<file path="config.mk">
export PLATFORM = sky130hd
export DESIGN_NAME = tty_engine
export DESIGN_NICKNAME = d
export VERILOG_FILES = /design/src/text_pkg.sv /design/src/video_regs_pkg.sv /design/src/tty_engine.sv
export SDC_FILE = /design/constraint.sdc
export NUM_CORES = 1
export LEC_CHECK = 0
export BUFFER_PORTS_ARGS = -buffer_cell sky130_fd_sc_hd__buf_2
export CAP_MARGIN = 25
export CORE_MARGIN = 5
export CORE_UTILIZATION = 35
export DETAILED_ROUTE_END_ITERATION = 16
export SLEW_MARGIN = 20
export SYNTH_ARGS = -nofsm -noshare
export SYNTH_HDL_FRONTEND = slang
export SYNTH_SLANG_ARGS = --single-unit
</file>
<file path="constraint.sdc">
create_clock -name clk_i -period 3.3 [get_ports clk_i]
set_input_delay 0.66 -clock clk_i [delete_from_list [all_inputs] [get_ports clk_i]]
set_output_delay 0.66 -clock clk_i [all_outputs]
set_load 0.01 [all_outputs]
</file>
<file path="src/text_pkg.sv">
// ----------------------------------------
// text screen definitions
// geometry types, control codes and the
// tty engine states
// ----------------------------------------
`default_nettype none

package text_pkg;

    typedef logic [6:0] col_t;  // column index
    typedef logic [4:0] row_t;  // row index

    // ----------------------------------------
    // control characters
    // ----------------------------------------
    localparam logic [7:0] CHAR_CR = 8'h0d;
    localparam logic [7:0] CHAR_LF = 8'h0a;
    localparam logic [7:0] CHAR_BS = 8'h08;

    // tty engine states
    typedef enum logic [3:0] {
        IDLE              = 4'd0,
        WRITE_CHAR        = 4'd1,
        MOVE_X            = 4'd2,
        MOVE_Y            = 4'd3,
        CLEAR_EOL_INIT    = 4'd4,
        CLEAR_EOL_RUN     = 4'd5,  // one cell per cycle
        CLEAR_SCREEN_INIT = 4'd6,
        CLEAR_SCREEN_RUN  = 4'd7   // steps to the next row
    } tty_state_t;

endpackage

`default_nettype wire

</file>
<file path="src/video_regs_pkg.sv">
// ----------------------------------------
// video register map
// APB offsets and bus-side data types
// ----------------------------------------
`default_nettype none

package video_regs_pkg;

    typedef logic [7:0] byte_t;      // bus and buffer data
    typedef logic [7:0] reg_addr_t;  // APB register offset

    // ----------------------------------------
    // register offsets
    // ----------------------------------------
    localparam reg_addr_t REG_LINE         = 8'h00;  // window line select
    localparam reg_addr_t REG_CURSOR_X     = 8'h01;
    localparam reg_addr_t REG_CURSOR_Y     = 8'h02;
    localparam reg_addr_t REG_SCROLL_UP    = 8'h04;  // strobe
    localparam reg_addr_t REG_SCROLL_DOWN  = 8'h05;  // strobe
    localparam reg_addr_t REG_TTY_WRITE    = 8'h06;
    localparam reg_addr_t REG_TTY_BUSY     = 8'h07;  // read only
    localparam reg_addr_t REG_CLEAR_EOL    = 8'h08;  // strobe
    localparam reg_addr_t REG_CLEAR_SCREEN = 8'h09;  // strobe
    localparam reg_addr_t REG_TTY_ENABLE   = 8'h0a;

    // line data window, one byte per column
    localparam reg_addr_t LINE_WINDOW_BASE = 8'h80;

endpackage

`default_nettype wire
</file>
<file path="src/tty_engine.sv">
// ----------------------------------------
// tty engine
// cursor, character writes, clears and
// the scroll ring start row
// ----------------------------------------
`default_nettype none

module tty_engine #(
    parameter int COLS = 80,
    parameter int ROWS = 30
) (
    input  logic                  clk_i,
    input  logic                  rst_n_i,
    input  logic                  cmd_move_x_i,
    input  logic                  cmd_move_y_i,
    input  logic                  cmd_write_i,
    input  logic                  cmd_scroll_up_i,
    input  logic                  cmd_scroll_down_i,
    input  logic                  cmd_clear_eol_i,
    input  logic                  cmd_clear_screen_i,
    input  text_pkg::col_t        cursor_x_req_i,
    input  text_pkg::row_t        cursor_y_req_i,
    input  video_regs_pkg::byte_t wdata_i,
    output logic                  busy_o,
    output text_pkg::col_t        cursor_x_o,
    output text_pkg::row_t        cursor_y_o,
    output text_pkg::row_t        start_row_o,
    output text_pkg::row_t        b_row_o,
    output text_pkg::col_t        b_col_o,
    output logic                  b_we_o,
    output video_regs_pkg::byte_t b_wdata_o
);
    import text_pkg::*;

    tty_state_t state_q;
    tty_state_t ret_q;      // where a clear-to-EOL returns
    col_t       cursor_x_q;
    row_t       cursor_y_q;
    col_t       clr_col_q;
    row_t       start_q;
    logic       is_cr;
    logic       is_lf;
    logic       is_bs;
    logic       is_print;
    logic       last_col;
    logic       last_row;
    logic       tty_scroll;

    assign is_cr    = (wdata_i == CHAR_CR);
    assign is_lf    = (wdata_i == CHAR_LF);
    assign is_bs    = (wdata_i == CHAR_BS);
    assign is_print = !(is_cr || is_lf || is_bs);
    assign last_col = (cursor_x_q == col_t'(COLS - 1));
    assign last_row = (cursor_y_q == row_t'(ROWS - 1));

    // LF or wrap on the bottom row
    assign tty_scroll = (state_q == WRITE_CHAR) && last_row
                        && (is_lf || (is_print && last_col));

    // ----------------------------------------
    // state machine
    // ----------------------------------------
    always_ff @(posedge clk_i or negedge rst_n_i)
    begin
        if (!rst_n_i)
        begin
            state_q    <= CLEAR_SCREEN_INIT;  // blank screen out of reset
            ret_q      <= IDLE;
            cursor_x_q <= '0;
            cursor_y_q <= '0;
            clr_col_q  <= '0;
        end
        else
        begin
            case (state_q)
                IDLE:
                begin
                    ret_q <= IDLE;
                    if (cmd_move_x_i)            state_q <= MOVE_X;
                    else if (cmd_move_y_i)       state_q <= MOVE_Y;
                    else if (cmd_write_i)        state_q <= WRITE_CHAR;
                    else if (cmd_clear_eol_i)    state_q <= CLEAR_EOL_INIT;
                    else if (cmd_clear_screen_i) state_q <= CLEAR_SCREEN_INIT;
                end
                WRITE_CHAR:
                begin
                    state_q <= IDLE;
                    if (is_cr)
                        cursor_x_q <= '0;
                    else if (is_bs)
                    begin
                        if (cursor_x_q != '0)
                            cursor_x_q <= cursor_x_q - 1'b1;
                    end
                    else if (is_print && !last_col)
                        cursor_x_q <= cursor_x_q + 1'b1;
                    else
                    begin
                        // LF, or wrap after the last column
                        if (is_print)
                            cursor_x_q <= '0;
                        if (!last_row)
                            cursor_y_q <= cursor_y_q + 1'b1;
                        else
                            state_q <= CLEAR_EOL_INIT;  // blank new bottom line
                    end
                end
                MOVE_X:
                begin
                    cursor_x_q <= cursor_x_req_i;
                    state_q    <= IDLE;
                end
                MOVE_Y:
                begin
                    cursor_y_q <= cursor_y_req_i;
                    state_q    <= IDLE;
                end
                CLEAR_EOL_INIT:
                begin
                    clr_col_q <= cursor_x_q;
                    state_q   <= CLEAR_EOL_RUN;
                end
                CLEAR_EOL_RUN:
                begin
                    clr_col_q <= clr_col_q + 1'b1;
                    if (clr_col_q == col_t'(COLS - 1))
                        state_q <= ret_q;
                end
                CLEAR_SCREEN_INIT:
                begin
                    cursor_x_q <= '0;
                    cursor_y_q <= '0;
                    ret_q      <= CLEAR_SCREEN_RUN;
                    state_q    <= CLEAR_EOL_INIT;
                end
                CLEAR_SCREEN_RUN:
                begin
                    // cursor_y doubles as the row counter
                    if (last_row)
                    begin
                        cursor_y_q <= '0;
                        state_q    <= IDLE;
                    end
                    else
                    begin
                        cursor_y_q <= cursor_y_q + 1'b1;
                        state_q    <= CLEAR_EOL_INIT;
                    end
                end
                default: state_q <= IDLE;
            endcase
        end
    end

    // scroll ring, wraps at ROWS
    always_ff @(posedge clk_i or negedge rst_n_i)
    begin
        if (!rst_n_i)
            start_q <= '0;
        else if (tty_scroll || (cmd_scroll_up_i && (state_q == IDLE)))
            start_q <= (start_q == row_t'(ROWS - 1)) ? '0 : start_q + 1'b1;
        else if (cmd_scroll_down_i && (state_q == IDLE))
            start_q <= (start_q == '0) ? row_t'(ROWS - 1) : start_q - 1'b1;
    end

    // ----------------------------------------
    // buffer write port
    // ----------------------------------------
    always_comb
    begin
        b_we_o    = 1'b0;
        b_col_o   = cursor_x_q;
        b_wdata_o = '0;
        case (state_q)
            WRITE_CHAR:
            begin
                if (is_bs)
                begin
                    b_we_o  = (cursor_x_q != '0);  // no-op at column 0
                    b_col_o = cursor_x_q - 1'b1;
                end
                else if (is_print)
                begin
                    b_we_o    = 1'b1;
                    b_wdata_o = wdata_i;
                end
            end
            CLEAR_EOL_RUN:
            begin
                b_we_o  = 1'b1;
                b_col_o = clr_col_q;
            end
            default: b_we_o = 1'b0;
        endcase
    end

    assign b_row_o     = cursor_y_q;
    assign busy_o      = (state_q != IDLE);
    assign cursor_x_o  = cursor_x_q;
    assign cursor_y_o  = cursor_y_q;
    assign start_row_o = start_q;

    a_cursor_x_range: assert property (@(posedge clk_i) disable iff (!rst_n_i)
        cursor_x_q < COLS);
    a_we_busy: assert property (@(posedge clk_i) disable iff (!rst_n_i)
        b_we_o |-> busy_o);

endmodule

`default_nettype wire

</file>
# After elaboration in Yosys (flattened, before gate mapping)
# Cells that the tools add are included.
# op_classes
addsub	6
n_eq_ne	22
mux	38
reduce_logical	24
# op_table
cell	count
5-bit two-way mux	9
7-bit two-way mux	6
7-bit one-hot mux with 2 select lines	2
8-bit by 4-bit equality test with 1-bit output (second input constant)	3
4-bit two-way mux	6
8-bit two-way mux	3
4-bit one-hot mux with 6 select lines	1
7-bit one-hot mux with 3 select lines	1
5-bit one-hot mux with 4 select lines	1
4-bit by 3-bit equality test with 1-bit output (second input constant)	4
3-bit two-way mux	5
7-bit by 1-bit adder with 7-bit output (second input constant)	2
7-bit equality test (second input constant)	2
5-bit by 1-bit adder with 5-bit output (second input constant)	2
5-bit equality test (second input constant)	2
2-bit inequality test (second input constant)	5
4-bit by 2-bit equality test with 1-bit output (second input constant)	2
4-bit one-hot mux with 2 select lines	1
4-bit nonzero test	2
7-bit nonzero test	1
7-bit by 1-bit subtractor with 7-bit output (second input constant)	1
1-bit logical AND	6
6-bit inequality test (second input constant)	1
2-bit nonzero test	3
14 further kinds	19
# totals
register_bits	32
output_inout_bits	39
word_cells	96

# Depth between registers and ports, before layout
# logic_depth
depth_word	9
depth_mapped	9
depth_no_buf	8

# Worst setup path before layout
# Ideal clock, no wire load.
# synth_path
kind	input to output
from	input wdata_i[7]
to	output b_col_o[2]
arrival_ps	2273
required_ps	2640
setup_slack_ps	367
path_stages	6
n_path_buf	0
cell_sequence	or3b_1 > or2_2 > or4_4 > nor3_1 > a21oi_1 > o21ai_0
# synth_between
elab_chain_cells	3
# synth_rtl
item	line	source
from (decl)	tty_engine.sv:23	input video_regs_pkg::byte_t wdata_i,
8-bit by 4-bit equality test with 1-bit output	tty_engine.sv:51	assign is_bs = (wdata_i == CHAR_BS);
7-bit two-way mux	tty_engine.sv:177	if (is_bs)
7-bit one-hot mux with 2 select lines	tty_engine.sv:174	case (state_q)
to (decl)	tty_engine.sv:29	output text_pkg::col_t b_col_o,
# Every way passes these cells.

# Worst setup path in the final report
# layout_path
from	input wdata_i[1]
to	output b_col_o[6]
# The elaborated chain is that of the path after synthesis.

==> flow_metrics.py <==
metrics = {
    "run_status": {
        "status": "finished clean",
    },
    "placement": {
        "place.gp.congestion": 0.8776,
        "place_hpwl_mm": 5.516,
        "io_buffers": 67,
    },
    "clock_network": {
        "cts_setup_buffers": 0,
        "clock_path_buffers": 2,
        "hold_buffers": 0,
        "worst_skew_pair.late_latency_ns": 0.29,
        "cts_tree": "yes",
        "cts_sinks": 28,
        "cts_root_buffer": "clkbuf_8",
        "cts_resized": 0,
        "clk_pin_slew_ns": 0.12,
        "htree_levels": 1,
        "cts_buffers": 3,
    },
    "route": {
        "drcViolationCount": 0,
        "drt_wl_total_mm": 7.390,
        "first_pass_iters": 4,
        "dr_total_vias": 2726,
        "vias_per_cell": 5.609,
        "wl_per_cell_um": 15.21,
        "drt_iter0_markers": 84,
        "drtAntennaViolNets": 0,
    },
    "global_routing": {
        "grt.overflow.total": 0,
        "grt_max_degree": 29,
        "grt_use_total_pct": 16.99,
        "grt_pass1_vias": 2558,
        "antenna_found_initial": 0,
        "grt_pass1_wl_mm": 12.48,
    },
    "hold_path": {
        "worstHoldPathType": "input pin to asynchronous set/reset pin",
    },
    "timing": {
        "relSlewSlack_pct": 49.39,
        "hold_viol": 0,
        "tns_ns": 0,
        "fin_crit_ns": 3.185,
        "fin_crit_sh_pct": 96.52,
        "slew_violations": 0,
        "rsz0062_at_grt": "false",
        "setup_viol": 0,
        "fmax_ghz": 0.3139,
        "worstMarginPinSlew_ns": 0.7564,
        "skew_ns": 0.01530,
    },
    "cells_and_area": {
        "drive_gt1_share_pct": 26.61,
        "utilization_pct": 42.44,
        "syn_to_final_growth_pct": 20.39,
        "num-fill-cells": 776,
        "diodes": 0,
        "nNetsFinal": 426,
        "mostFrequentLayoutCell": "buf_2",
        "mostFrequentLayoutCells": "buf_2 (67), o21ai_0 (39), nor2_1 (27)",
    },
    "worst_setup_path": {
        "worst-path-buf-inv": 2,
        "cpMaxStageDelayCell": "or4_4",
        "critical_path_class": "input pin to output port",
        "worstPathRequired_ns": 2.64,
        "crit_family": "simple AND/OR/NAND/NOR gates",
        "cp_cell_sequence": "buf_2 -> nor4_4 -> nand3_4 -> or4_4 -> or3_1 -> a21oi_1 -> o22a_2 -> buf_2",
        "cp-end-kind": "output port",
        "path_common_cell": "buf_2",
        "start_kind": "input pin",
        "critPathMaxFanout": 7,
        "cpPeakStageDelay_ns": 0.46,
        "arrival_ns": 2.53,
    },
    "floorplanning": {
        "fp.dieH_um": 94.79,
        "initial_core_util_pct": 35.26,
        "boundaryPins": 68,
        "die_area_um2": 8985,
        "coreArea_um2": 7137,
        "die_w_um": 94.79,
        "row_count": 31,
    },
    "yosys": {
        "ys_types": 58,
        "async_flop_share_pct": 100.0,
        "syn_inst": 328,
        "avgSynthCellArea_um2": 7.671,
        "synth_edf_count": 0,
        "yosysSeqAreaShare_pct": 27.95,
        "synthFlopType": "dfrtp_1",
        "yosys_warnings": 0,
        "synth_area_um2": 2516,
        "ys_ff_latch": 28,
        "syn_nets": 366,
    },
    "job": {
        "drv_cap": 0,
    },
    "power": {
        "p_leak_nw": 1.393,
        "vdd_drop_max_mv": 0.2006,
        "p_per_area_nw_per_um2": 223.2,
    },
}
[layout make-up]
| cell class | count | area (um^2) | share of cell area, % |
|---|---|---|---|
| multi-input cells | 263 | 1657 | 54.69 |
| inverters | 13 | 48.80 | 1.611 |
| clock buffers | 3 | 41.29 | 1.363 |
| flip-flops and latches | 28 | 703.2 | 23.21 |
| well taps | 99 | 123.9 | 4.089 |
| repair buffers | 79 | 425.4 | 14.04 |
| clock inverters | 1 | 30.03 | 0.9913 |
[flip-flops by register name, indices dropped and copies added (netlist names)]
name / count
clr_col_q: 7
cursor_x_o: 7
b_row_o: 5
start_row_o: 5
state_q: 3
ret_q: 1
[synthesized netlist by cell type (2+ instances only)]
cell | n | area, um^2
inv_1 | 13 | 48.80
a311oi_1 | 2 | 17.52
dfstp_2 | 2 | 52.55
nor4_1 | 6 | 37.54
a22o_1 | 5 | 43.79
or4_4 | 2 | 22.52
ha_1 | 9 | 112.6
or2_2 | 3 | 18.77
nand2b_1 | 2 | 12.51
and3_1 | 8 | 50.05
nor2_1 | 27 | 101.4
a221o_1 | 6 | 60.06
nor3_1 | 8 | 40.04
or3_1 | 4 | 25.02
nand2_1 | 24 | 90.09
mux2i_1 | 2 | 20.02
a22oi_1 | 6 | 45.04
o21a_1 | 4 | 30.03
a211oi_1 | 2 | 15.01
a21oi_1 | 24 | 120.1
nor2b_1 | 8 | 50.05
o31ai_1 | 4 | 30.03
buf_1 | 2 | 7.510
buf_2 | 3 | 15.01
buf_4 | 5 | 37.54
o211ai_1 | 3 | 22.52
a21o_1 | 3 | 22.52
nand3_1 | 13 | 65.06
xnor2_1 | 2 | 17.52
or3b_2 | 3 | 26.28
clkbuf_1 | 14 | 52.55
dfrtp_1 | 26 | 650.6
a31oi_1 | 2 | 12.51
o22ai_1 | 9 | 56.30
nand4_1 | 3 | 18.77
and2_1 | 9 | 56.30
o21ai_0 | 39 | 195.2
[per-layer routing]
metal / global-route usage [%] / up-vias / part of all wire (%) / wire, um
met5: 0 / - / 0 / 0
met4: 3.846 / 0 / 0.84 / 62
met3: 2.948 / 6 / 6.3 / 469
met2: 27.48 / 93 / 47 / 3441
met1: 23.61 / 1290 / 46 / 3417
li1: - / 1337 / - / -
[where the power goes]
| part | internal [mW] | switching (mW) | total [mW] |
|---|---|---|---|
| logic | 0.0201 | 0.0278 | 0.0479 |
| registers | 0.343 | 0.000523 | 0.344 |
| clock network | 0.163 | 0.121 | 0.284 |
[per-stage QoR]
| stage | cells | instance area (um^2) | worst slack, ns | power [mW] | hold slack (ns) |
|---|---|---|---|---|---|
| 6_report | 486 | 3029 | 0.1148 | 0.6760 | 0.3906 |
| 5_1_grt | 486 | 3029 | 0.02396 | 0.7047 | 0.4567 |
| 4_1_cts | 486 | 3024 | 0.1120 | 0.6870 | 0.4227 |
| 3_5_place_dp | 482 | 2953 | 0.1287 | 0.3991 | 0.5549 |
| 3_3_place_gp | 482 | 2953 | 0.1463 | 0.3988 | 0.5500 |
| 2_1_floorplan | 328 | 2516 | 0.3674 | 0.3638 | 0.3644 |
[final timing paths]
kind,depth (start not counted),slack (ns),startpoint,to
max reg2reg,6,0.95,cursor_x_o[4],cursor_x_o[4]
min,1,0.39,rst_n_i,b_row_o[4]
max,8,0.11,wdata_i[1],b_col_o[6]
min reg2reg,2,0.57,ret_q[1],state_q[1]
min in group clk_i,2,0.57,ret_q[1],state_q[1]
max in group asynchronous,1,2.46,rst_n_i,clr_col_q[6]
[logic make-up (layout without fill, tap and decap cells)]
logic type	count (synthesis)	count (layout)	synth area share, %
AO/OA/AOI/OAI	120	120	31.03
XOR/XNOR	3	3	1.044
adder cells (fa/ha/maj)	9	9	4.475
buffers and inverters	37	96	6.415
flip-flops	28	28	27.95
multiplexers	3	3	1.243
AND/OR/NAND/NOR	128	128	27.85
Note: power is estimated with default switching activity, not from simulation.
