$ cat src/text_pkg.sv
// ----------------------------------------
// text screen definitions
// geometry types, control codes and the
// tty engine states
// ----------------------------------------
`default_nettype none

package text_pkg;

    typedef logic [6:0] col_t;  // column index
    typedef logic [4:0] row_t;  // row index

    // ----------------------------------------
    // control characters
    // ----------------------------------------
    localparam logic [7:0] CHAR_CR = 8'h0d;
    localparam logic [7:0] CHAR_LF = 8'h0a;
    localparam logic [7:0] CHAR_BS = 8'h08;

    // tty engine states
    typedef enum logic [3:0] {
        IDLE              = 4'd0,
        WRITE_CHAR        = 4'd1,
        MOVE_X            = 4'd2,
        MOVE_Y            = 4'd3,
        CLEAR_EOL_INIT    = 4'd4,
        CLEAR_EOL_RUN     = 4'd5,  // one cell per cycle
        CLEAR_SCREEN_INIT = 4'd6,
        CLEAR_SCREEN_RUN  = 4'd7   // steps to the next row
    } tty_state_t;

endpackage

`default_nettype wire

$ cat src/video_regs_pkg.sv
// ----------------------------------------
// video register map
// APB offsets and bus-side data types
// ----------------------------------------
`default_nettype none

package video_regs_pkg;

    typedef logic [7:0] byte_t;      // bus and buffer data
    typedef logic [7:0] reg_addr_t;  // APB register offset

    // ----------------------------------------
    // register offsets
    // ----------------------------------------
    localparam reg_addr_t REG_LINE         = 8'h00;  // window line select
    localparam reg_addr_t REG_CURSOR_X     = 8'h01;
    localparam reg_addr_t REG_CURSOR_Y     = 8'h02;
    localparam reg_addr_t REG_SCROLL_UP    = 8'h04;  // strobe
    localparam reg_addr_t REG_SCROLL_DOWN  = 8'h05;  // strobe
    localparam reg_addr_t REG_TTY_WRITE    = 8'h06;
    localparam reg_addr_t REG_TTY_BUSY     = 8'h07;  // read only
    localparam reg_addr_t REG_CLEAR_EOL    = 8'h08;  // strobe
    localparam reg_addr_t REG_CLEAR_SCREEN = 8'h09;  // strobe
    localparam reg_addr_t REG_TTY_ENABLE   = 8'h0a;

    // line data window, one byte per column
    localparam reg_addr_t LINE_WINDOW_BASE = 8'h80;

endpackage

`default_nettype wire
$ cat src/apb_reg_file.sv
// ----------------------------------------
// APB register file
// decodes transfers into command pulses,
// holds line/enable, muxes read data
// ----------------------------------------
`default_nettype none

module apb_reg_file #(
    parameter int COLS = 80,
    parameter int ROWS = 30
) (
    input  logic                  clk_i,
    input  logic                  rst_n_i,
    input  logic                  psel_i,
    input  logic                  penable_i,
    input  logic                  pwrite_i,
    input  video_regs_pkg::reg_addr_t paddr_i,
    input  video_regs_pkg::byte_t pwdata_i,
    output video_regs_pkg::byte_t prdata_o,
    output logic                  pready_o,
    output logic                  pslverr_o,
    input  logic                  busy_i,
    input  text_pkg::col_t        cursor_x_i,
    input  text_pkg::row_t        cursor_y_i,
    output logic                  cmd_move_x_o,
    output logic                  cmd_move_y_o,
    output logic                  cmd_write_o,
    output logic                  cmd_scroll_up_o,
    output logic                  cmd_scroll_down_o,
    output logic                  cmd_clear_eol_o,
    output logic                  cmd_clear_screen_o,
    output text_pkg::col_t        cursor_x_req_o,
    output text_pkg::row_t        cursor_y_req_o,
    output video_regs_pkg::byte_t wdata_o,
    output text_pkg::row_t        a_row_o,
    output text_pkg::col_t        a_col_o,
    output logic                  a_we_o,
    input  video_regs_pkg::byte_t a_rdata_i,
    output video_regs_pkg::byte_t a_wdata_o
);
    import video_regs_pkg::*;
    import text_pkg::*;

    logic wr_en;
    logic win_hit;
    logic is_cmd;
    logic busy_eff;
    logic cmd_ok;
    row_t line_q;
    logic tty_en_q;

    assign wr_en   = psel_i && penable_i && pwrite_i;  // end of access phase
    assign win_hit = (paddr_i >= LINE_WINDOW_BASE) && ((paddr_i - LINE_WINDOW_BASE) < COLS);
    assign is_cmd  = paddr_i inside {REG_CURSOR_X, REG_CURSOR_Y, REG_SCROLL_UP,
                                     REG_SCROLL_DOWN, REG_TTY_WRITE, REG_CLEAR_EOL,
                                     REG_CLEAR_SCREEN};

    // a pulse in flight counts as busy too
    assign busy_eff = busy_i || cmd_move_x_o || cmd_move_y_o || cmd_write_o
                      || cmd_clear_eol_o || cmd_clear_screen_o;
    assign cmd_ok    = wr_en && is_cmd && !busy_eff;
    assign pslverr_o = wr_en && is_cmd && busy_eff;  // command dropped
    assign pready_o  = 1'b1;

    // ----------------------------------------
    // command pulses and control registers
    // ----------------------------------------
    always_ff @(posedge clk_i or negedge rst_n_i)
    begin
        if (!rst_n_i)
        begin
            cmd_move_x_o       <= 1'b0;
            cmd_move_y_o       <= 1'b0;
            cmd_write_o        <= 1'b0;
            cmd_scroll_up_o    <= 1'b0;
            cmd_scroll_down_o  <= 1'b0;
            cmd_clear_eol_o    <= 1'b0;
            cmd_clear_screen_o <= 1'b0;
            line_q             <= '0;
            tty_en_q           <= 1'b1;
        end
        else
        begin
            cmd_move_x_o       <= cmd_ok && (paddr_i == REG_CURSOR_X);
            cmd_move_y_o       <= cmd_ok && (paddr_i == REG_CURSOR_Y);
            cmd_write_o        <= cmd_ok && (paddr_i == REG_TTY_WRITE) && tty_en_q;
            cmd_scroll_up_o    <= cmd_ok && (paddr_i == REG_SCROLL_UP);
            cmd_scroll_down_o  <= cmd_ok && (paddr_i == REG_SCROLL_DOWN);
            cmd_clear_eol_o    <= cmd_ok && (paddr_i == REG_CLEAR_EOL);
            cmd_clear_screen_o <= cmd_ok && (paddr_i == REG_CLEAR_SCREEN);
            if (wr_en && (paddr_i == REG_LINE))
                line_q <= row_t'(pwdata_i);
            if (wr_en && (paddr_i == REG_TTY_ENABLE))
                tty_en_q <= pwdata_i[0];
        end
    end

    // held operands, saturated to the screen
    always_ff @(posedge clk_i)
    begin
        if (cmd_ok && (paddr_i == REG_CURSOR_X))
            cursor_x_req_o <= (pwdata_i < COLS) ? col_t'(pwdata_i) : col_t'(COLS - 1);
        if (cmd_ok && (paddr_i == REG_CURSOR_Y))
            cursor_y_req_o <= (pwdata_i < ROWS) ? row_t'(pwdata_i) : row_t'(ROWS - 1);
        if (cmd_ok && (paddr_i == REG_TTY_WRITE))
            wdata_o <= pwdata_i;
    end

    // buffer port A, address valid from setup phase
    assign a_row_o   = line_q;
    assign a_col_o   = col_t'(paddr_i - LINE_WINDOW_BASE);
    assign a_we_o    = wr_en && win_hit;
    assign a_wdata_o = pwdata_i;

    always_comb
    begin
        case (paddr_i)
            REG_LINE:     prdata_o = byte_t'(line_q);
            REG_CURSOR_X: prdata_o = byte_t'(cursor_x_i);
            REG_CURSOR_Y: prdata_o = byte_t'(cursor_y_i);
            REG_TTY_BUSY: prdata_o = byte_t'(busy_i);
            default:      prdata_o = win_hit ? a_rdata_i : '0;
        endcase
    end

    a_one_cmd: assert property (@(posedge clk_i) disable iff (!rst_n_i)
        $onehot0({cmd_move_x_o, cmd_move_y_o, cmd_write_o, cmd_scroll_up_o,
                  cmd_scroll_down_o, cmd_clear_eol_o, cmd_clear_screen_o}));

endmodule

`default_nettype wire

$ cat config.mk
export PLATFORM = sky130hd
export DESIGN_NAME = apb_reg_file
export DESIGN_NICKNAME = d
export VERILOG_FILES = /design/src/text_pkg.sv /design/src/video_regs_pkg.sv /design/src/apb_reg_file.sv
export SDC_FILE = /design/constraint.sdc
export NUM_CORES = 1
export LEC_CHECK = 0
export ABC_AREA = 1
export BUFFER_PORTS_ARGS = -buffer_cell sky130_fd_sc_hd__buf_4
export CORE_MARGIN = 2
export CORE_UTILIZATION = 39
export DETAILED_ROUTE_END_ITERATION = 16
export GPL_ROUTABILITY_DRIVEN = 0
export PLACE_DENSITY_LB_ADDON = 0.08
export SLEW_MARGIN = 10
export SYNTH_ARGS = -nofsm -noshare
export SYNTH_HDL_FRONTEND = slang
export SYNTH_SLANG_ARGS = --single-unit
$ cat constraint.sdc
create_clock -name clk_i -period 1.6 [get_ports clk_i]
set_input_delay 0.08 -clock clk_i [delete_from_list [all_inputs] [get_ports clk_i]]
set_output_delay 0.08 -clock clk_i [all_outputs]
set_load 0.02 [all_outputs]
Yosys cells after proc, flatten, opt, wreduce, memory -nomap -nowiden. Index checks and enable logic that the tools add are counted.

Add/sub/neg operators: 2. Magnitude comparators: 4. Reductions and logical operators: 25. Muxes and demuxes: 2. Equality and inequality tests: 9.

Operator list (number): $eq 8x3->1 const B (4); $lt 32x7->1 const B (1); $pmux 8 s4 (1); $eq 8x4->1 const B (3); $logic_and 1x1->1 (17); $sub 8x8->9 const B (1); $eq 8x1->1 const B (1); $eq 8x2->1 const B (1); $ge 8x8->1 const B (1); $logic_not 8->1 (1); $lt 8x5->1 const B (1); $lt 8x7->1 const B (1); $mux 8 (1); $reduce_bool 7->1 (1); $sub 7x1->7 const B (1); $logic_or 1x1->1 (5); $logic_not 1->1 (1).

Register bits: 33. Output and inout bits: 58.

Depth between registers and ports, before layout. Gate-level depths: netlist of the first run.

Depth after elaboration: 9. Mapped depth: 8. Depth with buffers taken out: 8.

Worst setup path after synthesis of the first run. Ideal clock, no wire load.

Kind: register to register. Start: register cmd_clear_eol_o. End: register cursor_x_req_o[0], enable pin. Arrival time: 1.302 ns. Period minus slack after synthesis: 1.668 ns. Required time: 1.234 ns. Path buffers: 0. Setup time: 0.366 ns. Cell stages (with the launch flop): 6. Setup slack: -0.068 ns. Cells stage by stage: dfrtp_1 -> nor2_1 -> nand2_1 -> nor3_4 -> nand3_2 -> nor2_1.

Cells in the longest elaborated chain, start to end: 5.

RTL lines: start: declaration (line apb_reg_file.sv:30) `output logic cmd_clear_eol_o,`; start signal: assignment (line apb_reg_file.sv:89) `cmd_clear_eol_o <= cmd_ok && (paddr_i == REG_CLEAR_EOL);`; $logic_or 1x1->1 (2 in series) (line apb_reg_file.sv:60) `|| cmd_clear_eol_o || cmd_clear_screen_o;`; $logic_not 1->1 (line apb_reg_file.sv:61) `assign cmd_ok = wr_en && is_cmd && !busy_eff;`; $logic_and 1x1->1 (line apb_reg_file.sv:61); $logic_and 1x1->1 (line apb_reg_file.sv:101) `if (cmd_ok && (paddr_i == REG_CURSOR_X))`; end signal: assignment (line apb_reg_file.sv:102) `cursor_x_req_o <= (pwdata_i < COLS) ? col_t'(pwdata_i) : col_t'(COLS - 1);`; end: declaration (line apb_reg_file.sv:32) `output text_pkg::col_t cursor_x_req_o,`.

Every way passes these cells. A chain may end at the register's enable or synchronous reset.

Worst setup path after layout of the first run.
Start: register cmd_move_y_o. End: output port pslverr_o.

Cells in the longest elaborated chain, start to end: 5.

RTL lines: start: declaration (line apb_reg_file.sv:26) `output logic cmd_move_y_o,`; start signal: assignment (line apb_reg_file.sv:85) `cmd_move_y_o <= cmd_ok && (paddr_i == REG_CURSOR_Y);`; $logic_or 1x1->1 (2 in series) (line apb_reg_file.sv:59) `assign busy_eff = busy_i || cmd_move_x_o || cmd_move_y_o || cmd_write_o`; $logic_or 1x1->1 (2 in series) (line apb_reg_file.sv:60); $logic_and 1x1->1 (line apb_reg_file.sv:62) `assign pslverr_o = wr_en && is_cmd && busy_eff;`; end: declaration (line apb_reg_file.sv:21) `output logic pslverr_o,`.

Every way passes these cells.

==> results.toml, run 1 <==
[run_status]
run_status = "complete, no violations"

[clock_network]
cts_tree = "done"
numCtsBuffers = 5
clock_tree.htree_level_count = 2
cts-root-to-sink-buffers = 2
clk_pin_slew_worst_paths_ns = 0.07
clock_sink_count = 33
cell_at_the_root_of_the_clock_tree = "sky130_fd_sc_hd__clkbuf_8"
clock_latency_late_sink_ns = 0.28

[hold_path]
hold-path-endpoint = "wdata_o[7]$_DFFE_PP_"
hold_wc_path_type = "in2reg"
holdCritStartpoint = "pwdata_i[7]"
worst_hold_path.num_cells = 1

[layout]
post_route_cells_drive_above_1_share_pct = 47.2
multi_input_area_um2 = 532
final_cell_count_no_fill = 332
antenna_cells = 0
regArea_um2 = 927
area_delta_synth_final_pct = 56.6
num-nets-final = 323
fill_cells = 373

[setup_path]
timing.critical_path.arrival_ns = 1.36
critPathMaxStageDelay_ns = 0.37
crit_required_ns = 1.52
cell_family_with_the_largest_share_of_critical_path_delay = "simple AND/OR/NAND/NOR gates"
r2r_end = "cursor_y_req_o[0]$_SDFFCE_PP1P_"
rr_startpoint = "cmd_move_y_o$_DFF_PN0_"
reg2regPathDepth = 6
cp_num_cells = 6
path_class = "reg2out"
timing.critical_path.cells = "nor2_1 > nand2_1 > nor3_4 > buf_4 > nor2_1 > buf_4"
nature_of_the_critical_path_startpoint = "flip-flop"
worstPathBufferInverterCount = 2
timing.critical_path.to_type = "output pin"
critical_path.slowest_cell = "sky130_fd_sc_hd__dfrtp_1"
crit_path_max_fanout = 3
r2r_slack_ns = 0.20

[synth]
synth_top_flop_cell = "sky130_fd_sc_hd__edfxtp_1"
library_cells_used_by_synthesis = 26
synth.most_common_cell = "sky130_fd_sc_hd__nand2_1"
yosysWarningCount = 0
postSynthAreaPerCell_um2 = 9.38
number_of_register_bits_inferred_by_synthesis = 33
async_reset_ff_share_pct = 39.4
synth_common_cells = "sky130_fd_sc_hd__nand2_1 (43), sky130_fd_sc_hd__edfxtp_1 (20), sky130_fd_sc_hd__nor2_1 (20)"
synth_sequential_area_ratio_pct = 56.2
synth.area.top_cells = "sky130_fd_sc_hd__edfxtp_1 (36%), sky130_fd_sc_hd__dfrtp_1 (18%), sky130_fd_sc_hd__nand2_1 (9.8%)"
synth_top_area_share_pct = 36.4
synth_edf_count = 20
synthesized_area_mm2 = 0.00165
syn_inst = 176
post-synth-top-area-cell = "sky130_fd_sc_hd__edfxtp_1"
synth_nets = 218

[sta]
final_worst_setup_slack_ns = 0.155
hold_violations = 0
timing.fmax_ghz = 0.692
report.final.slew_viol_count = 0
maxSlewHeadroom_pct = 65.3
fin_worst_skew_ns = 0.00947
timing_worst_slew_pin_value_ns = 0.516
report.final.setup_viol = 0
totalNegativeSetupSlack_ns = 0
finalCritPeriodShare_pct = 90.3
hold_slack_ns = 0.00420
rsz0062_at_grt = "false"
fin_crit_ns = 1.44

[detailed_routing]
ant_nets = 0
detail_route.drc_violations = 0
vias = 1516
drt_wl_total_um = 4020
first_pass_iters = 4
via_per_inst = 4.57
wire_per_inst_um = 12.1
detailedRoute.firstIterationViolations = 52

[global_routing]
vias_in_the_first_global_route = 1408
grt_remaining_overflow = 0
grt_usage_pct = 17.5
grt_start_max_net_pins = 14
grt_first_pass_wirelength_um = 6740
number_of_antenna_violations_at_the_first_check_in_global_routing = 0

[floorplanning]
rows = 23
die_h_um = 69.1
area_inside_the_core_boundary_mm2 = 0.00403
ioPinCount = 100
floorplan.die_area_mm2 = 0.00477
fp.dieW_um = 69.1
initial_utilization_pct = 41.0

[power]
power.density_cell_area_mw_per_mm2 = 751
power_leakage_nw = 1.25
p_total_mw = 1.94
irDropWorstVdd_v = 0.000438

[place]
preCtsSetupSlack_ns = 0.0334
place_inst = 317
port-buffer-count = 98
hpwl_um = 3180

[run]
cap_violations = 0
cell type report:
type,count,area share (%)
flip-flops and latches,33,35.9
repair buffers,115,34.1
multi-input cells,106,20.6
inverters,20,2.91
clock buffers,6,2.81
well taps,50,2.42
clock inverters,2,1.31
worst max path at each step:
stage | from | to | slack, ns
after floorplan | cmd_clear_eol_o$_DFF_PN0_ | cursor_y_req_o[0]$_SDFFCE_PP1P_ | 0.02
after global placement | paddr_i[5] | wdata_o[1]$_DFFE_PP_ | 0.05
after detailed placement | paddr_i[7] | wdata_o[1]$_DFFE_PP_ | 0.03
after CTS | cmd_move_y_o$_DFF_PN0_ | wdata_o[5]$_DFFE_PP_ | 0.07
after global routing | cmd_write_o$_DFF_PN0_ | pslverr_o | 0.02
final | cmd_move_y_o$_DFF_PN0_ | pslverr_o | 0.16
routing by layer:
layer,share of wire (%),global-route usage (%),up-vias
met5,0,0,-
met4,1.1,5.88,0
met3,6.6,5.12,6
met2,47,27.5,56
met1,45,23.4,684
li1,-,-,770
cell usage in the layout, fill, tap and decap left out, types with 3 or more instances in the layout:
master / netlist / final
sky130_fd_sc_hd__buf_4: 16 / 108
sky130_fd_sc_hd__clkbuf_8: 0 / 5
sky130_fd_sc_hd__dfrtp_1: 12 / 12
sky130_fd_sc_hd__dlygate4sd3_1: 0 / 7
sky130_fd_sc_hd__edfxtp_1: 20 / 20
sky130_fd_sc_hd__inv_1: 18 / 17
sky130_fd_sc_hd__inv_2: 2 / 3
sky130_fd_sc_hd__nand2_1: 43 / 43
sky130_fd_sc_hd__nand3_1: 3 / 3
sky130_fd_sc_hd__nand4_1: 8 / 8
sky130_fd_sc_hd__nor2_1: 20 / 19
sky130_fd_sc_hd__nor2_2: 6 / 7
sky130_fd_sc_hd__nor4_1: 3 / 3
sky130_fd_sc_hd__o21ai_1: 6 / 6
kinds of logic (layout without fill, tap and decap cells):
group	Yosys count	count (layout)	share of synthesized area (%)
simple gates	93	93	27.3
other cells	1	1	0.227
flops	33	33	56.2
compound gates	12	12	4.25
buf+inv	37	143	12.1
power by group:
| part | total, mW | internal [mW] | switching (mW) |
|---|---|---|---|
| Clock | 0.746 | 0.459 | 0.286 |
| Combinational | 0.288 | 0.143 | 0.145 |
| Sequential | 0.908 | 0.906 | 0.00192 |
state kept, by name, indices dropped and copies added (netlist names):
name and count:
cmd_scroll_down_o 1, wdata_o 8, cmd_clear_eol_o 1, cmd_clear_screen_o 1
cmd_write_o 1, cmd_move_x_o 1, cmd_move_y_o 1, cursor_y_req_o 5
tty_en_q 1, a_row_o 5, cursor_x_req_o 7, cmd_scroll_up_o 1
metrics by stage:
step | utilization, % | instance area, µm²
after floorplan | - | 1650
after global placement | 59.6 | 2400
after detailed placement | 59.6 | 2400
after CTS | 64.0 | 2580
after global routing | 64.1 | 2580
final | 64.1 | 2580
repair_timing:
item | in CTS | in global routing
endpoints found under the hold margin | 19 | 0
hold buffers | 7 | 0
setup endpoints to repair | 0 | 10
buffers inserted | 0 | 0
gates resized for setup | 0 | 2
No activity file was read; power rests on OpenSTA's default activity.
==> run 2: changes to the inputs <==
GPL_TIMING_DRIVEN = 0   (was default)
==> run 2 against run 1 <==
- worst setup slack worse by 0.098 ns
- global-route usage shrank 0.21 points
- power up 1.0%
- core utilization up 2.2 points
- largest cell class is now non-clock buffers
- fmax shrank 6.4%
- critical endpoint unchanged
==> results.toml, run 2 (synthesized netlist as in run 1, its figures left out) <==
[setup_path]
cp-startpoint = "cmd_clear_eol_o$_DFF_PN0_"
timing.critical_path.cells = "nor2_1 > nand2_1 > nor3_4 > buf_4 > nor2_1 > buf_4"
critPathCapture = "pslverr_o"
reg2regPathDepth = 5
critical_path.slowest_cell = "sky130_fd_sc_hd__dfrtp_1"
timing.critical_path.to_type = "output pin"
path_class = "reg2out"
rr_startpoint = "cmd_clear_eol_o$_DFF_PN0_"
nature_of_the_critical_path_startpoint = "flip-flop"
crit_path_max_fanout = 3
critPathMaxStageDelay_ns = 0.38
timing.critical_path.arrival_ns = 1.46
r2r_slack_ns = 0.08
r2r_end = "wdata_o[5]$_DFFE_PP_"
crit_required_ns = 1.52

[power]
p_total_mw = 1.96
irDropWorstVdd_v = 0.000555
power.density_cell_area_mw_per_mm2 = 734
power_leakage_nw = 1.29

[detailed_routing]
wire_per_inst_um = 11.9
first_pass_iters = 4
detailedRoute.firstIterationViolations = 63
ant_nets = 0
via_per_inst = 4.56
drt_wl_total_um = 4060
detail_route.drc_violations = 0
vias = 1559

[layout]
total_non_filler_cell_area_in_the_finished_layout_mm2 = 0.00267
multi_input_area_um2 = 547
num-nets-final = 333
fin_util_pct = 66.3
largest_register_ff_count = 8
final_cell_count_no_fill = 342
top_register = "wdata_o"
fill_cells = 323
biggestRegsByFlops = "wdata_o (8), cursor_x_req_o (7)"
antenna_cells = 0
most_common_cell_after_layout_fill_and_taps_aside = "sky130_fd_sc_hd__buf_4"
area_delta_synth_final_pct = 61.9
regArea_um2 = 927
post_route_cells_drive_above_1_share_pct = 48.6
commonest_non_fill_non_tap_cells_in_the_layout = "sky130_fd_sc_hd__buf_4 (117), sky130_fd_sc_hd__nand2_1 (43), sky130_fd_sc_hd__edfxtp_1 (20)"

[clock_network]
numCtsBuffers = 5
cts-root-to-sink-buffers = 2
clock_sink_count = 33
clk_pin_slew_worst_paths_ns = 0.07
cts_tree = "done"
cell_at_the_root_of_the_clock_tree = "sky130_fd_sc_hd__clkbuf_8"
clock_latency_late_sink_ns = 0.28
clock_tree.htree_level_count = 2

[sta]
fin_crit_ns = 1.54
timing.fmax_ghz = 0.648
hold_slack_ns = 0.00583
final_worst_setup_slack_ns = 0.0571
finalCritPeriodShare_pct = 96.4
report.final.slew_viol_count = 0
hold_violations = 0
report.final.setup_viol = 0
totalNegativeSetupSlack_ns = 0
fin_worst_skew_ns = 0.0100
rsz0062_at_grt = "true"

[place]
preCtsSetupSlack_ns = -0.195
placement.cell_area_mm2 = 0.00245
hpwl_um = 3150
port-buffer-count = 98
place_inst = 324

[floorplanning]
floorplan.die_area_mm2 = 0.00477
area_inside_the_core_boundary_mm2 = 0.00403
initial_utilization_pct = 41.0
rows = 23
fp.dieW_um = 69.1
die_h_um = 69.1
ioPinCount = 100

[global_routing]
vias_in_the_first_global_route = 1499
number_of_antenna_violations_at_the_first_check_in_global_routing = 0
grt_remaining_overflow = 0
grt_first_pass_wirelength_um = 6780
grt_usage_pct = 17.3
grt_start_max_net_pins = 14

[hold_path]
holdCritStartpoint = "pwdata_i[7]"
hold_wc_path_type = "in2reg"

[run_status]
run_status = "complete, no violations"

[run]
cap_violations = 0
==> run 2: worst min-delay path by stage <==
stage                     depth (start not counted)                         to  slack [ns]
after floorplan                                   0     a_row_o[0]$_DFFE_PN0P_       -0.22
after global placement                            1  cmd_scroll_up_o$_DFF_PN0_       -0.07
after detailed placement                          1  cmd_clear_eol_o$_DFF_PN0_       -0.07
after CTS                                         1       wdata_o[7]$_DFFE_PP_       0.002
after global routing                              1       wdata_o[7]$_DFFE_PP_        0.01
final                                             1       wdata_o[7]$_DFFE_PP_       0.006
==> run 2: final cells by class <==
cell class                      instances  area share (%)
Sequential cell                        33            34.7
Multi-Input combinational cell        106            20.5
Tap cell                               50            2.34
Clock buffer                            6            2.72
Timing Repair Buffer                  108            31.0
Inverter                               20            2.90
Clock inverter                          2            1.26
Buffer                                 17            4.63
==> run 2: power breakdown <==
part / internal, mW / switching [mW]
Sequential: 0.906 / 0.00181
Clock: 0.459 / 0.285
Combinational: 0.160 / 0.149
==> run 2: per-layer routing <==
| layer | wire (µm) | global-route usage, % | share of wire [%] |
|---|---|---|---|
| met1 | 1740 | 22.1 | 43 |
| met2 | 1940 | 28.2 | 48 |
| met3 | 360 | 6.43 | 8.9 |
| met4 | 21 | 3.70 | 0.52 |
| met5 | 0 | 0 | 0 |
==> run 2: critical path, delay by kind of cell, from the launching register on <==
kind	cells	cell delay (ns)
flops	1	0.38
simple gates	4	0.50
buf+inv	2	0.31
==> run 2: repair_timing <==
action | CTS | global route
pin swaps | 0 | 2
endpoints found under the hold margin | 19 | 0
resized for setup | 3 | 3
endpoints found under the setup margin | 20 | 20
hold buffers | 7 | 0
buffers inserted | 0 | 3
==> run 3: changes to the inputs <==
PLACE_DENSITY = 0.76   (was default)
PLACE_DENSITY_LB_ADDON = default   (was 0.08)
REMOVE_ABC_BUFFERS = 1   (was default)
==> run 3 against run 2 <==
- global-route usage is 0.21 points higher
- fmax is 1.4% lower
- combinational power is 7.4% lower
- design area is 5.3% lower
- first-iteration DRC count is 21% higher
- final cell count is 4.7% lower
- clock power is 22% lower
- sequential share of layout area is 2.0 points higher
- register-to-register slack worse by 0.04 ns
==> results.toml, run 3 (synthesized netlist as in run 1, its figures left out) <==
[clock_network]
cell_at_the_root_of_the_clock_tree = "sky130_fd_sc_hd__clkbuf_8"
clock_tree.htree_level_count = 2
clock_latency_late_sink_ns = 0.27
cts_tree = "done"
clk_pin_slew_worst_paths_ns = 0.06
clock_sink_count = 33
numCtsBuffers = 5
cts-root-to-sink-buffers = 2

[layout]
biggestRegsByFlops = "wdata_o (8), cursor_x_req_o (7)"
area_delta_synth_final_pct = 53.3
commonest_non_fill_non_tap_cells_in_the_layout = "sky130_fd_sc_hd__buf_4 (101), sky130_fd_sc_hd__nand2_1 (43), sky130_fd_sc_hd__edfxtp_1 (20)"
top_register = "wdata_o"
largest_register_ff_count = 8
most_common_cell_after_layout_fill_and_taps_aside = "sky130_fd_sc_hd__buf_4"
antenna_cells = 0
total_non_filler_cell_area_in_the_finished_layout_mm2 = 0.00253
final_cell_count_no_fill = 326
post_route_cells_drive_above_1_share_pct = 45.3
num-nets-final = 317

[sta]
report.final.setup_viol = 0
finalCritPeriodShare_pct = 97.8
timing.fmax_ghz = 0.639
fin_worst_skew_ns = 0.00423
totalNegativeSetupSlack_ns = 0
report.final.slew_viol_count = 0
fin_crit_ns = 1.56
hold_violations = 0

[detailed_routing]
via_per_inst = 4.69
drt_wl_total_um = 4220
wire_per_inst_um = 12.9
detailedRoute.firstIterationViolations = 76
detail_route.drc_violations = 0
first_pass_iters = 4
ant_nets = 0
vias = 1529

[place]
placement.cell_area_mm2 = 0.00232
port-buffer-count = 98
hpwl_um = 3260
place_inst = 307

[floorplanning]
die_h_um = 69.1
floorplan.die_area_mm2 = 0.00477
rows = 23
initial_utilization_pct = 41.0
fp.dieW_um = 69.1
area_inside_the_core_boundary_mm2 = 0.00403
ioPinCount = 100

[global_routing]
grt_usage_pct = 17.5
number_of_antenna_violations_at_the_first_check_in_global_routing = 0
grt_start_max_net_pins = 14
vias_in_the_first_global_route = 1475
grt_remaining_overflow = 0
grt_first_pass_wirelength_um = 6820

[power]
power.density_cell_area_mw_per_mm2 = 703
irDropWorstVdd_v = 0.000437
power_leakage_nw = 1.21
p_total_mw = 1.78

[setup_path]
crit_required_ns = 1.56
nature_of_the_critical_path_startpoint = "flip-flop"
timing.critical_path.arrival_ns = 1.52
timing.critical_path.to_type = "flip-flop"
path_class = "reg2reg"
crit_path_max_fanout = 8

[run_status]
run_status = "complete, no violations"

[hold_path]
hold_wc_path_type = "in2reg"

[run]
cap_violations = 0
==> run 3: cell count changes in the layout (fill, tap and decap cells not counted), sizes merged <==
cell         previous run  this run
buf                   117       101
bufinv                  1         0
clkbuf                  7         8
clkinv                  1         0
dlygate4sd3             7         8
==> run 3: stage by stage <==
| step | util (%) | hold slack [ns] | setup WS, ns |
|---|---|---|---|
| floorplan | - | -0.216 | -0.0683 |
| global placement | 57.7 | -0.0701 | -0.253 |
| detailed placement | 57.7 | -0.0674 | -0.320 |
| CTS | 60.8 | 0.00263 | 0.0159 |
| global route | 62.8 | 0.0169 | -0.0150 |
| finish | 62.8 | 0.0297 | 0.0359 |
==> run 3: metal layers <==
metal / vias to the layer above / GRT usage [%] / part of all wire [%]
met5: - / 0 / 0
met4: 0 / 5.23 / 1.3
met3: 6 / 4.24 / 4.7
met2: 52 / 29.0 / 52
met1: 717 / 22.9 / 42
li1: 754 / - / -
==> run 3: report_power, final <==
part           total (mW)  internal [mW]  switching [mW]
logic               0.286          0.140           0.146
clock network       0.584          0.309           0.275
registers           0.908          0.906         0.00178
total                1.78           1.35           0.423
==> run 3: critical path: stages, from the launching register on <==
cell	delay, ns
sky130_fd_sc_hd__dfrtp_1	0.41
sky130_fd_sc_hd__nor2_1	0.11
sky130_fd_sc_hd__nand2_1	0.09
sky130_fd_sc_hd__nor3_4	0.25
sky130_fd_sc_hd__nand3_4	0.15
sky130_fd_sc_hd__nor2_4	0.25
==> run 3: final cells by class <==
cell class                      count  area, µm²
Clock buffer                        8       80.1
Fill cell                         370       1500
Tap cell                           50       62.6
Inverter                           20       75.1
Sequential cell                    33        927
Timing Repair Buffer              109        838
Multi-Input combinational cell    106        547
==> run 3: timing repair <==
item                                    CTS  global route
resized for setup                         4             2
setup buffers                             0             3
hold endpoints to repair                 15             5
endpoints found under the setup margin   13            20
hold buffers                              3             5
pin swaps                                 0             1
==> run 3: path summary, 6_finish.rpt <==
check | from | endpoint | slack, ns | cells after the start
setup reg to reg | cmd_move_y_o$_DFF_PN0_ | cursor_x_req_o[0]$_SDFFCE_PP1P_ | 0.04 | 5
hold reg to reg | tty_en_q$_DFFE_PN1P_ | cmd_write_o$_DFF_PN0_ | 0.48 | 2
min in group asynchronous | rst_n_i | cmd_clear_screen_o$_DFF_PN0_ | 0.17 | 2
hold / removal | pwdata_i[5] | wdata_o[5]$_DFFE_PP_ | 0.03 | 1
setup / recovery | cmd_move_y_o$_DFF_PN0_ | cursor_x_req_o[0]$_SDFFCE_PP1P_ | 0.04 | 5
max in group asynchronous | rst_n_i | tty_en_q$_DFFE_PN1P_ | 1.20 | 2
